`src/design/fdc_drive_pkg.sv`:
```
package fdc_drive_pkg;

	localparam int SRAM_ADDR_W = 19;

	typedef logic [SRAM_ADDR_W-1:0] sram_addr_t;

	// Drive control byte
	// Written whole, decoded bit by bit onto the drive pins
	typedef union packed {
		logic [7:0] raw;
		struct packed {
			logic			side_sel;		// Bit 7
			logic			motor_en;		// Bit 6
			logic [3:0]	drv_sel;			// Bits 5:2, one per drive
			logic			in_use;			// Bit 1
			logic			density;			// Bit 0
		} fields;
	} drive_ctrl_u;

	typedef struct packed {
		logic			inward;				// 1 steps towards the spindle
		logic [6:0]	count;				// Number of step pulses
	} step_cmd_t;

	// SRAM pins, all outputs
	typedef struct packed {
		sram_addr_t	addr;
		logic [7:0]	dq_out;				// Write data
		logic			we_n;
		logic			oe_n;
	} sram_bus_t;

	// Status register, upper six bits
	typedef struct packed {
		logic index;
		logic track0;
		logic wrprot;
		logic ready;
		logic density;
		logic stepping;
	} drive_status_t;

endpackage

```
`src/design/fdc_bus_pkg.sv`:
```
package fdc_bus_pkg;

	typedef logic [7:0] host_byte_t;		// One byte on the MCU data bus

	//////////////////////////////
	// Register map
	// Low address byte only
	typedef enum logic [7:0] {
		REG_SRAM_ADDR_LO	= 8'h00,		// SRAM address bits 7:0
		REG_SRAM_ADDR_HI	= 8'h01,		// SRAM address bits 15:8
		REG_SRAM_ADDR_UP	= 8'h02,		// SRAM address bits 18:16
		REG_SRAM_DATA		= 8'h03,		// SRAM data port
		REG_DRIVE_CTRL		= 8'h04,		// Drive control on write, type low on read
		REG_TYPE_HI			= 8'h05,
		REG_VER_LO			= 8'h06,
		REG_VER_HI			= 8'h07,
		REG_STATUS			= 8'h0F,
		REG_SCRATCH			= 8'h30,		// Bus test scratchpad
		REG_SCRATCH_INV	= 8'h31,		// Scratchpad inverted
		REG_FIXED_55		= 8'h32,
		REG_FIXED_AA		= 8'h33,
		REG_INDEX_HI		= 8'h40,		// Read first, latches the low byte
		REG_INDEX_LO		= 8'h41,
		REG_STEP_RATE		= 8'hF0,		// Step spacing in 250 us ticks
		REG_STEP_CMD		= 8'hFF			// Direction and count
	} reg_addr_e;

	// One bus access as the core sees it
	typedef struct packed {
		logic			wr;				// Write strobe, one cycle
		logic			rd_end;			// Read finished, one cycle
		reg_addr_e	addr;				// Latched register address
		host_byte_t	data;				// Byte from the MCU
	} host_access_t;

	localparam logic [15:0] MCO_TYPE		= 16'hDD55;		// Microcode type
	localparam logic [15:0] MCO_VERSION	= 16'h001F;		// Microcode version

endpackage
```
`src/design/disc_analyser_top.sv`:
```
`timescale 1ns/1ns

module disc_analyser_top import fdc_bus_pkg::*, fdc_drive_pkg::*; #(
	parameter int TICK_CYCLES = 25000
) (
	input	logic			CLK_MASTER,
	input	logic			reset,
	// MCU bus
	input	host_byte_t	pmd_in,
	output	host_byte_t	pmd_out,
	output	logic			pmd_oe,
	input	logic			pmall,
	input	logic			pmrd,
	input	logic			pmwr,
	// SRAM
	output	sram_bus_t	sram,
	input	host_byte_t	sram_dq_in,
	// Drive inputs, active low
	input	logic			fd_index,
	input	logic			fd_track0,
	input	logic			fd_wrprot,
	input	logic			fd_rdy,
	input	logic			fd_dens_in,
	// Drive outputs, active low
	output	logic			fd_step,
	output	logic			fd_dir,
	output	logic			fd_dens_out,
	output	logic			fd_inuse,
	output	logic [3:0]	fd_drvsel,
	output	logic			fd_motena,
	output	logic			fd_sidesel
);

	host_access_t	host;
	drive_status_t	status;
	host_byte_t		step_rate;
	step_cmd_t		step_cmd;
	logic [15:0]	index_period;
	logic			sram_wr, step_go, stepping, tick;

	assign pmd_oe = pmrd;						// MCU owns the bus unless reading
	assign status = '{index: fd_index, track0: fd_track0, wrprot: fd_wrprot,
		ready: fd_rdy, density: fd_dens_in, stepping: stepping};

	mcu_bus_interface i_mcu_bus_interface (
		.CLK_MASTER, .reset, .pmd_in, .pmall, .pmrd, .pmwr, .host);

	register_file i_register_file (
		.CLK_MASTER, .reset, .host, .pmd_out, .sram_dq_in, .sram_a(sram.addr), .sram_wr,
		.index_period, .step_rate, .step_cmd, .step_go, .status, .fd_dens_out, .fd_inuse,
		.fd_motena, .fd_sidesel, .fd_drvsel);

	sram_write_controller i_sram_write_controller (
		.CLK_MASTER, .reset, .host, .sram_wr, .sram);

	disc_timebase #(.TICK_CYCLES(TICK_CYCLES)) i_disc_timebase (
		.CLK_MASTER, .reset, .fd_index, .host, .tick, .index_period);

	step_controller i_step_controller (
		.CLK_MASTER, .reset, .tick, .step_go, .fd_track0, .step_rate, .step_cmd,
		.fd_step, .fd_dir, .stepping);

endmodule

```
`src/design/step_controller.sv`:
```
`timescale 1ns/1ns

module step_controller import fdc_bus_pkg::*, fdc_drive_pkg::*; (
	input	logic			CLK_MASTER,
	input	logic			reset,
	input	logic			tick,					// 250 us
	input	logic			step_go,
	input	logic			fd_track0,				// Active low
	input	host_byte_t	step_rate,
	input	step_cmd_t	step_cmd,
	output	logic			fd_step,				// Active low, one tick
	output	logic			fd_dir,					// Low steps inward
	output	logic			stepping
);

	host_byte_t	rate_cnt;						// Ticks to the next pulse
	host_byte_t	spacing;
	logic [6:0]	steps_left;

	// Rate 0 still leaves one idle tick between pulses
	assign spacing = (step_rate == 8'd0) ? 8'd1 : step_rate;

	//////////////////////////////
	// Pulse sequencer
	always_ff @(posedge CLK_MASTER) begin
		if (reset) begin
			rate_cnt	<= '0;
			steps_left	<= '0;
			fd_step		<= 1'b1;
			fd_dir		<= 1'b1;
			stepping	<= 1'b0;
		end else if (step_go) begin
			rate_cnt	<= '0;						// First pulse on the next tick
			steps_left	<= step_cmd.count;
			fd_dir		<= ~step_cmd.inward;
			fd_step		<= 1'b1;
			stepping	<= (step_cmd.count != 7'd0);
		end else if (tick && stepping) begin
			if (!fd_step) begin
				fd_step <= 1'b1;						// End of pulse
				if (steps_left == 7'd0) stepping <= 1'b0;		// That was the last one
			end
			if (rate_cnt != 8'd0) begin
				rate_cnt <= rate_cnt - 8'd1;
			end else if (fd_dir && !fd_track0) begin
				// Outward at track 0, drop the rest
				steps_left	<= '0;
				stepping	<= 1'b0;
			end else begin
				fd_step		<= 1'b0;
				steps_left	<= steps_left - 7'd1;
				rate_cnt	<= spacing;
			end
		end
	end

	a_step_only_when_busy: assert property (@(posedge CLK_MASTER) disable iff (reset)
		!fd_step |-> stepping);

endmodule

```
`src/design/disc_timebase.sv`:
```
`timescale 1ns/1ns

module disc_timebase import fdc_bus_pkg::*; #(
	parameter int TICK_CYCLES = 25000		// Clocks per 250 us
) (
	input	logic				CLK_MASTER,
	input	logic				reset,
	input	logic				fd_index,
	input	host_access_t	host,
	output	logic				tick,
	output	logic [15:0]	index_period
);

	localparam int TW = $clog2(TICK_CYCLES);

	logic [TW-1:0]	tick_cnt;
	logic [2:0]		idx_sync;					// Two sync flops plus edge history
	logic [15:0]	period_cnt;
	logic [15:0]	period_lat;
	logic [7:0]		period_low;

	always_ff @(posedge CLK_MASTER) begin
		if (reset) begin
			tick_cnt		<= '0;
			tick			<= 1'b0;
			idx_sync		<= '0;
			period_cnt		<= '0;
			period_lat		<= '0;
		end else begin
			tick		<= (tick_cnt == TW'(TICK_CYCLES - 1));
			tick_cnt	<= (tick_cnt == TW'(TICK_CYCLES - 1)) ? '0 : tick_cnt + 1'b1;
			idx_sync	<= {idx_sync[1:0], fd_index};
			if (idx_sync[1] && !idx_sync[2]) begin		// Index rising edge
				period_lat	<= period_cnt;
				period_cnt	<= '0;
			end else if (tick && (period_cnt != 16'hFFFF)) begin
				period_cnt	<= period_cnt + 16'd1;			// Saturates when no disc
			end
		end
	end

	// Low byte frozen when the high byte read completes
	always_ff @(posedge CLK_MASTER) begin
		if (host.rd_end && (host.addr == REG_INDEX_HI)) period_low <= period_lat[7:0];
	end

	assign index_period = {period_lat[15:8], period_low};

endmodule

```
`src/design/sram_write_controller.sv`:
```
`timescale 1ns/1ns

module sram_write_controller import fdc_bus_pkg::*, fdc_drive_pkg::*; (
	input	logic				CLK_MASTER,
	input	logic				reset,
	input	host_access_t	host,
	input	logic				sram_wr,
	output	sram_bus_t		sram
);

	typedef enum logic [2:0] {
		MWC_IDLE,						// OE active, waiting for a byte
		MWC_OE_OFF,					// Release the SRAM outputs
		MWC_WE_LOW,
		MWC_WE_HIGH,
		MWC_INC						// Step to the next location
	} mwc_state_e;

	mwc_state_e	state, state_next;
	sram_addr_t	addr;
	logic [7:0]	wr_data;
	logic			we_n, oe_n;
	logic			rd_inc;

	assign rd_inc = host.rd_end && (host.addr == REG_SRAM_DATA);		// After each 0x03 read

	//////////////////////////////
	// Write sequencer
	always_comb begin
		state_next = state;
		case (state)
			MWC_IDLE:		if (sram_wr) state_next = MWC_OE_OFF;
			MWC_OE_OFF:	state_next = MWC_WE_LOW;
			MWC_WE_LOW:	state_next = MWC_WE_HIGH;
			MWC_WE_HIGH:	state_next = MWC_INC;
			default:		state_next = MWC_IDLE;
		endcase
	end

	always_ff @(posedge CLK_MASTER) begin
		if (reset) begin
			state	<= MWC_IDLE;
			we_n	<= 1'b1;
			oe_n	<= 1'b1;						// Goes active on the first cycle out of reset
			addr	<= '0;
		end else begin
			state	<= state_next;
			we_n	<= (state_next != MWC_WE_LOW);		// Low for one cycle
			oe_n	<= (state_next != MWC_IDLE);
			// Address counter, byte loads win over increments
			if (host.wr && (host.addr == REG_SRAM_ADDR_LO)) addr[7:0] <= host.data;
			else if (host.wr && (host.addr == REG_SRAM_ADDR_HI)) addr[15:8] <= host.data;
			else if (host.wr && (host.addr == REG_SRAM_ADDR_UP)) addr[18:16] <= host.data[2:0];
			else if ((state == MWC_INC) || rd_inc) addr <= addr + sram_addr_t'(1);
		end
	end

	always_ff @(posedge CLK_MASTER) begin
		if ((state == MWC_IDLE) && sram_wr) wr_data <= host.data;		// Still on the bus
	end

	assign sram = '{addr: addr, dq_out: wr_data, we_n: we_n, oe_n: oe_n};

	// MCU must space its data writes past the whole sequence
	a_wr_when_idle: assert property (@(posedge CLK_MASTER) disable iff (reset)
		sram_wr |-> (state == MWC_IDLE));

endmodule

```
`src/design/register_file.sv`:
```
`timescale 1ns/1ns

module register_file import fdc_bus_pkg::*, fdc_drive_pkg::*; (
	input	logic				CLK_MASTER,
	input	logic				reset,
	input	host_access_t	host,
	output	host_byte_t		pmd_out,
	input	host_byte_t		sram_dq_in,
	input	sram_addr_t		sram_a,
	output	logic				sram_wr,			// Byte for SRAM, one cycle
	input	logic [15:0]	index_period,
	output	host_byte_t		step_rate,
	output	step_cmd_t		step_cmd,
	output	logic				step_go,
	input	drive_status_t	status,
	output	logic				fd_dens_out,
	output	logic				fd_inuse,
	output	logic				fd_motena,
	output	logic				fd_sidesel,
	output	logic [3:0]		fd_drvsel
);

	drive_ctrl_u	drive_ctrl;
	host_byte_t		scratch;
	host_byte_t		sram_rd_lat;				// Held for the MCU while it reads 0x03
	logic [1:0]		rd_end_d;					// Read end at 0x03, delayed
	logic				sram_rd_open;

	//////////////////////////////
	// Write decode
	always_ff @(posedge CLK_MASTER) begin
		if (reset) begin
			drive_ctrl.raw	<= 8'h00;			// All drive pins inactive
			step_rate		<= '0;
			step_go			<= 1'b0;
			sram_wr			<= 1'b0;
		end else begin
			step_go	<= host.wr && (host.addr == REG_STEP_CMD);
			sram_wr	<= host.wr && (host.addr == REG_SRAM_DATA);
			if (host.wr) begin
				case (host.addr)
					REG_DRIVE_CTRL:	drive_ctrl.raw	<= host.data;
					REG_STEP_RATE:	step_rate		<= host.data;
					default: ;						// Others handled below or elsewhere
				endcase
			end
		end
	end

	always_ff @(posedge CLK_MASTER) begin
		if (host.wr && (host.addr == REG_SCRATCH)) scratch <= host.data;
		if (host.wr && (host.addr == REG_STEP_CMD)) step_cmd <= step_cmd_t'(host.data);
	end

	//////////////////////////////
	// SRAM read latch
	// Frozen once 0x03 is addressed, reopened once the next byte is on the bus
	always_ff @(posedge CLK_MASTER) begin
		if (reset) rd_end_d <= '0;
		else rd_end_d <= {rd_end_d[0], host.rd_end && (host.addr == REG_SRAM_DATA)};
	end

	assign sram_rd_open = (host.addr != REG_SRAM_DATA) || rd_end_d[1];

	always_ff @(posedge CLK_MASTER) begin
		if (sram_rd_open) sram_rd_lat <= sram_dq_in;
	end

	//////////////////////////////
	// Readback
	always_comb begin
		case (host.addr)
			REG_SRAM_ADDR_LO:	pmd_out = sram_a[7:0];
			REG_SRAM_ADDR_HI:	pmd_out = sram_a[15:8];
			REG_SRAM_ADDR_UP:	pmd_out = {5'b00000, sram_a[18:16]};
			REG_SRAM_DATA:		pmd_out = sram_rd_lat;
			REG_DRIVE_CTRL:		pmd_out = MCO_TYPE[7:0];		// Type low on read
			REG_TYPE_HI:		pmd_out = MCO_TYPE[15:8];
			REG_VER_LO:			pmd_out = MCO_VERSION[7:0];
			REG_VER_HI:			pmd_out = MCO_VERSION[15:8];
			REG_STATUS:			pmd_out = {status, 2'b00};
			REG_SCRATCH:		pmd_out = scratch;
			REG_SCRATCH_INV:	pmd_out = ~scratch;
			REG_FIXED_55:		pmd_out = 8'h55;
			REG_FIXED_AA:		pmd_out = 8'hAA;
			REG_INDEX_HI:		pmd_out = index_period[15:8];
			REG_INDEX_LO:		pmd_out = index_period[7:0];	// Latched at high read
			default:			pmd_out = 8'h00;
		endcase
	end

	// Drive pins are active low
	assign fd_dens_out	= ~drive_ctrl.fields.density;
	assign fd_inuse		= ~drive_ctrl.fields.in_use;
	assign fd_drvsel	= ~drive_ctrl.fields.drv_sel;
	assign fd_motena	= ~drive_ctrl.fields.motor_en;
	assign fd_sidesel	= ~drive_ctrl.fields.side_sel;

	// Strobes come from separate synchronisers upstream
	a_wr_rd_exclusive: assert property (@(posedge CLK_MASTER) disable iff (reset)
		!(host.wr && host.rd_end));

endmodule

```
`src/design/mcu_bus_interface.sv`:
```
`timescale 1ns/1ns

module mcu_bus_interface import fdc_bus_pkg::*; (
	input	logic				CLK_MASTER,
	input	logic				reset,
	input	host_byte_t		pmd_in,			// Multiplexed address/data
	input	logic				pmall,			// Address latch enable
	input	logic				pmrd,
	input	logic				pmwr,
	output	host_access_t	host
);

	//////////////////////////////
	// Strobe synchronisers
	// Bit 1 is PMRD, bit 0 is PMWR
	logic [1:0]	lvl_meta;
	logic [1:0]	lvl_sync;
	logic [1:0]	lvl_prev;					// For edge detect
	logic			wr_pulse;
	logic			rd_end_pulse;
	reg_addr_e	addr_lat;

	always_ff @(posedge CLK_MASTER) begin
		if (reset) begin
			lvl_meta		<= '0;
			lvl_sync		<= '0;
			lvl_prev		<= '0;
			wr_pulse		<= 1'b0;
			rd_end_pulse	<= 1'b0;
		end else begin
			lvl_meta		<= {pmrd, pmwr};
			lvl_sync		<= lvl_meta;
			lvl_prev		<= lvl_sync;
			wr_pulse		<= lvl_sync[0] & ~lvl_prev[0];		// PMWR rising
			rd_end_pulse	<= ~lvl_sync[1] & lvl_prev[1];		// PMRD falling
		end
	end

	//////////////////////////////
	// Address latch
	always_ff @(posedge CLK_MASTER) begin
		if (reset) begin
			addr_lat <= REG_SRAM_ADDR_LO;
		end else if (pmall) begin
			addr_lat <= reg_addr_e'(pmd_in);		// Any byte, unknown ones read as 0
		end
	end

	// Data is stable while PMWR is high, so it goes straight through
	assign host = '{
		wr:		wr_pulse,
		rd_end:	rd_end_pulse,
		addr:		addr_lat,
		data:		pmd_in
	};

endmodule

```
`config.mk`:
```
export PLATFORM = sky130hd
export DESIGN_NAME = disc_analyser_top
export DESIGN_NICKNAME = d
export VERILOG_FILES = /design/src/design/fdc_drive_pkg.sv /design/src/design/fdc_bus_pkg.sv /design/src/design/disc_analyser_top.sv /design/src/design/step_controller.sv /design/src/design/disc_timebase.sv /design/src/design/sram_write_controller.sv /design/src/design/register_file.sv /design/src/design/mcu_bus_interface.sv
export SDC_FILE = /design/constraint.sdc
export NUM_CORES = 1
export LEC_CHECK = 0
export ABC_AREA = 1
export BUFFER_PORTS_ARGS = -buffer_cell sky130_fd_sc_hd__clkbuf_2
export CORE_UTILIZATION = 60
export CTS_BUF_LIST = sky130_fd_sc_hd__clkbuf_16
export DETAILED_ROUTE_END_ITERATION = 8
export PLACE_DENSITY = 0.81
export SETUP_SLACK_MARGIN = 0.1
export SKIP_LAST_GASP = 1
export SLEW_MARGIN = 30
export SYNTH_ARGS = -nofsm -noshare
export SYNTH_HDL_FRONTEND = slang
export SYNTH_HIERARCHICAL = 1
export SYNTH_SLANG_ARGS = --single-unit
```
`constraint.sdc`:
```
create_clock -name CLK_MASTER -period 2.5 [get_ports CLK_MASTER]
set_clock_uncertainty 0.1 [all_clocks]
set_input_delay 0 -clock CLK_MASTER [delete_from_list [all_inputs] [get_ports CLK_MASTER]]
set_output_delay 0 -clock CLK_MASTER [all_outputs]
set_load 0.02 [all_outputs]
```
==> run summary <==
Number of global-route vias before repair: 7565
Die Ht: 124 um
Largest net degree at the start of global routing: 27
Setup-failing EPs final: 0
Synth Cell Area: 8920 sq um
Register area: 3790 sq um
N_diodes: 0
Status: completed
TritonCTS buffer count: 17
Worst EP arrival: 2.13 ns
Number of flops mapped to enable cells by yosys: 40
Drt initial violations: 618
Drt pass-1 iters: 5
Top area cells in the synthesized netlist: dfxtp_1 29%, nand2_1 15%, edfxtp_1 13%
Post-synthesis cell type count: 45
Startpoint Class: flop
Synth warn: 6
Cells on worst reg2reg path: 9
Global route overflow: 0
Mapped Nets: 1301
Clock input transition at the sequential cells of the worst setup and hold paths: 0.06 ns
Final Net Count: 1386
Syn_area_per_cell: 7.03 sq um
Setup TNS: 0 ns
Clock Tree Buf Depth: 2
Period minus WS final: 2.23 ns
Slew margin rel.: 58.2%
Filler cells: 1216
Multi-input logic area: 4290 sq um
Layout cells sized above 1: 14.8%
Power density over the cells: 572 nW/um^2
Worst endpoint required time: 2.40 ns
CTS root buf: clkbuf_16
Top cell type's share of synthesized area: 29.0%
Die width: 124 um
CTS tree: built
Hold Crit Depth: 2
Seq/Total Area, Yosys: 42.4%
Final Wtd Congestion: 0.931
Worst Path Max Fanout: 13
Kind of end point of the critical path: primary output
First-pass GRT wire length: 36100 um
F_max: 448 MHz
Initial antenna violation count: 0
Area growth syn-to-layout: 13.6%
Type of the worst min-delay path: in2reg
Register bit total from synthesis: 169
Synth Instances: 1268
Async S/R FF share, synth: 0%
DR vias: 8232
Top cell type by total area after synthesis: dfxtp_1
Ys flop type: dfxtp_1
Dpl ws: 0.641 ns
Total Routed Length: 22200 um
Max-cap viol count: 0
Maximum vdd drop: 0.596 mV
Total die area: 15400 sq um
DRC Markers: 0
Io pins: 74
Pleak: 4.41 nW
GRT Overall Usage: 30.6%
# rows: 44
Core ar.: 14500 sq um
H-tree levels: 4
Wire per inst: 14.3 um
Port Buf Inserts: 73
Via density: 5.31
Endpoints failing hold: 0
Clock sink total: 169
Unrepaired setup endpoints after global routing: false
Final Cycle Share: 89.3%
Final WS setup: 0.268 ns
Starting Density: 61.4%
Critical path type: reg2out
Slew of the pin with the lowest slew margin: 0.625 ns
Antenna Nets Post-Route: 0
Skew-Pair Late Insertion Delay: 0.43 ns
DP HPWL: 15600 um
Fin. max-slew vios: 0
## state kept, by name (all words and copies together), names as in the netlist, 2 cells and up
register,count
i_mcu_bus_interface/lvl_prev,2
i_sram_write_controller/wr_data,8
i_disc_timebase/tick_cnt,15
i_disc_timebase/idx_sync,3
i_register_file/drive_ctrl,8
i_step_controller/rate_cnt,8
i_mcu_bus_interface/lvl_meta,2
i_sram_write_controller/addr,19
i_mcu_bus_interface/addr_lat,8
i_register_file/rd_end_d,2
i_mcu_bus_interface/lvl_sync,2
i_sram_write_controller/state,3
i_register_file/sram_rd_lat,8
i_register_file/step_cmd,8
i_step_controller/steps_left,7
i_register_file/scratch,8
i_disc_timebase/period_cnt,16
i_disc_timebase/period_low,8
i_register_file/step_rate,8
i_disc_timebase/period_lat,16
## report_power, final
group / total [W] / switching, W / leakage (nW) / internal (W)
Sequential: 0.00288 / 0.0000405 / 1.42 / 0.00284
Clock: 0.00256 / 0.00115 / 0.290 / 0.00141
Combinational: 0.000361 / 0.000245 / 2.70 / 0.000116
Total: 0.00580 / 0.00143 / 4.41 / 0.00437
## kinds of logic after synthesis
logic type	share of synthesized area, %
AOI/OAI and AO/OA	7.24
xor gates and xnor gates	1.57
adders and majority gates	0.982
buffers and inverters	9.47
DFF	42.4
and+or+nand+nor	38.3
## per-layer routing
layer / vias up / GRT usage (%) / wire length, um
met5: - / 0 / 0
met4: 0 / 13.2 / 647
met3: 60 / 5.72 / 1300
li1: 4175 / - / -
met1: 3720 / 37.3 / 9400
met2: 277 / 52.9 / 10800
## path summary, 6_finish.rpt
path,startpoint,endpoint,slack (ns)
setup / recovery,i_mcu_bus_interface/addr_lat[6],pmd_out[6],0.27
hold / removal,sram_dq_in[1],i_register_file/sram_rd_lat[1],0.18
setup reg to reg,i_mcu_bus_interface/addr_lat[5],i_sram_write_controller/addr[13],0.53
hold reg to reg,i_mcu_bus_interface/lvl_prev[0],i_mcu_bus_interface/wr_pulse,0.30
## cells in the final DEF, fill, tap and decap left out, drive strengths merged
master / n
nand2: 376
nor2: 238
inv: 149
dfxtp: 129
nand3: 100
clkbuf: 92
a21oi: 68
o21ai: 49
edfxtp: 40
dlygate4sd3: 25
nand4: 20
nor3: 16
xor2: 11
clkinv: 11
nand3b: 9
ha: 7
buf: 7
xnor2: 5
nor4: 4
or2: 4
clkinvlp: 1
and2: 1
a31oi: 1
o211a: 1
o22ai: 1
o21a: 1
## critical path, cell delays in order (launching register included)
cell      delay (ns)
dfxtp_1         0.35
nor2_1          0.17
nand2_2         0.18
inv_1           0.36
nand2_1         0.19
nand3_1         0.12
nor2_1          0.05
nand3_1         0.09
clkbuf_2        0.17
## repair_timing
item                                    in CTS  in global routing
hold endpoints to repair                    64                  0
endpoints found under the setup margin       0                  4
gates resized for setup                      0                  4
setup buffers                                0                  0
hold buffers                                25                  0
## Yosys cell counts, types with 4 or more instances
cell type,instances
buf_4,24
xor2_1,11
ha_1,7
edfxtp_1,40
inv_2,15
o21ai_0,43
a21oi_2,5
nand2_1,354
nor2_4,7
nand3_1,96
buf_2,4
nand2_4,8
nor2_1,212
nand3b_1,9
nand4_1,18
inv_4,4
nor3_1,13
xnor2_1,5
nor2_2,18
nor4_1,4
nand2_2,13
o21ai_1,6
a21oi_1,62
dfxtp_1,129
clkbuf_1,7
inv_1,125
## cell type report
type | count | area share (%)
Multi-Input combinational cell | 912 | 42.3
Tap cell | 184 | 2.27
Clock inverter | 13 | 1.10
Sequential cell | 169 | 37.4
Timing Repair Buffer | 105 | 6.59
Clock buffer | 19 | 4.69
Inverter | 148 | 5.62
## metrics by stage
stage | util, % | hold slack (ns) | std cells | power (W) | cell area (sq um)
detailed placement | 63.9 | 0.0791 | 1493 | 0.00326 | 9290
global placement | 63.9 | 0.0790 | 1493 | 0.00326 | 9290
floorplan | - | -0.0288 | 1268 | 0.00317 | 8920
CTS | 69.7 | 0.169 | 1550 | 0.00582 | 10100
finish | 69.7 | 0.177 | 1550 | 0.00580 | 10100
global route | 69.7 | 0.184 | 1550 | 0.00599 | 10100
No activity file was read; power rests on OpenSTA's default activity.
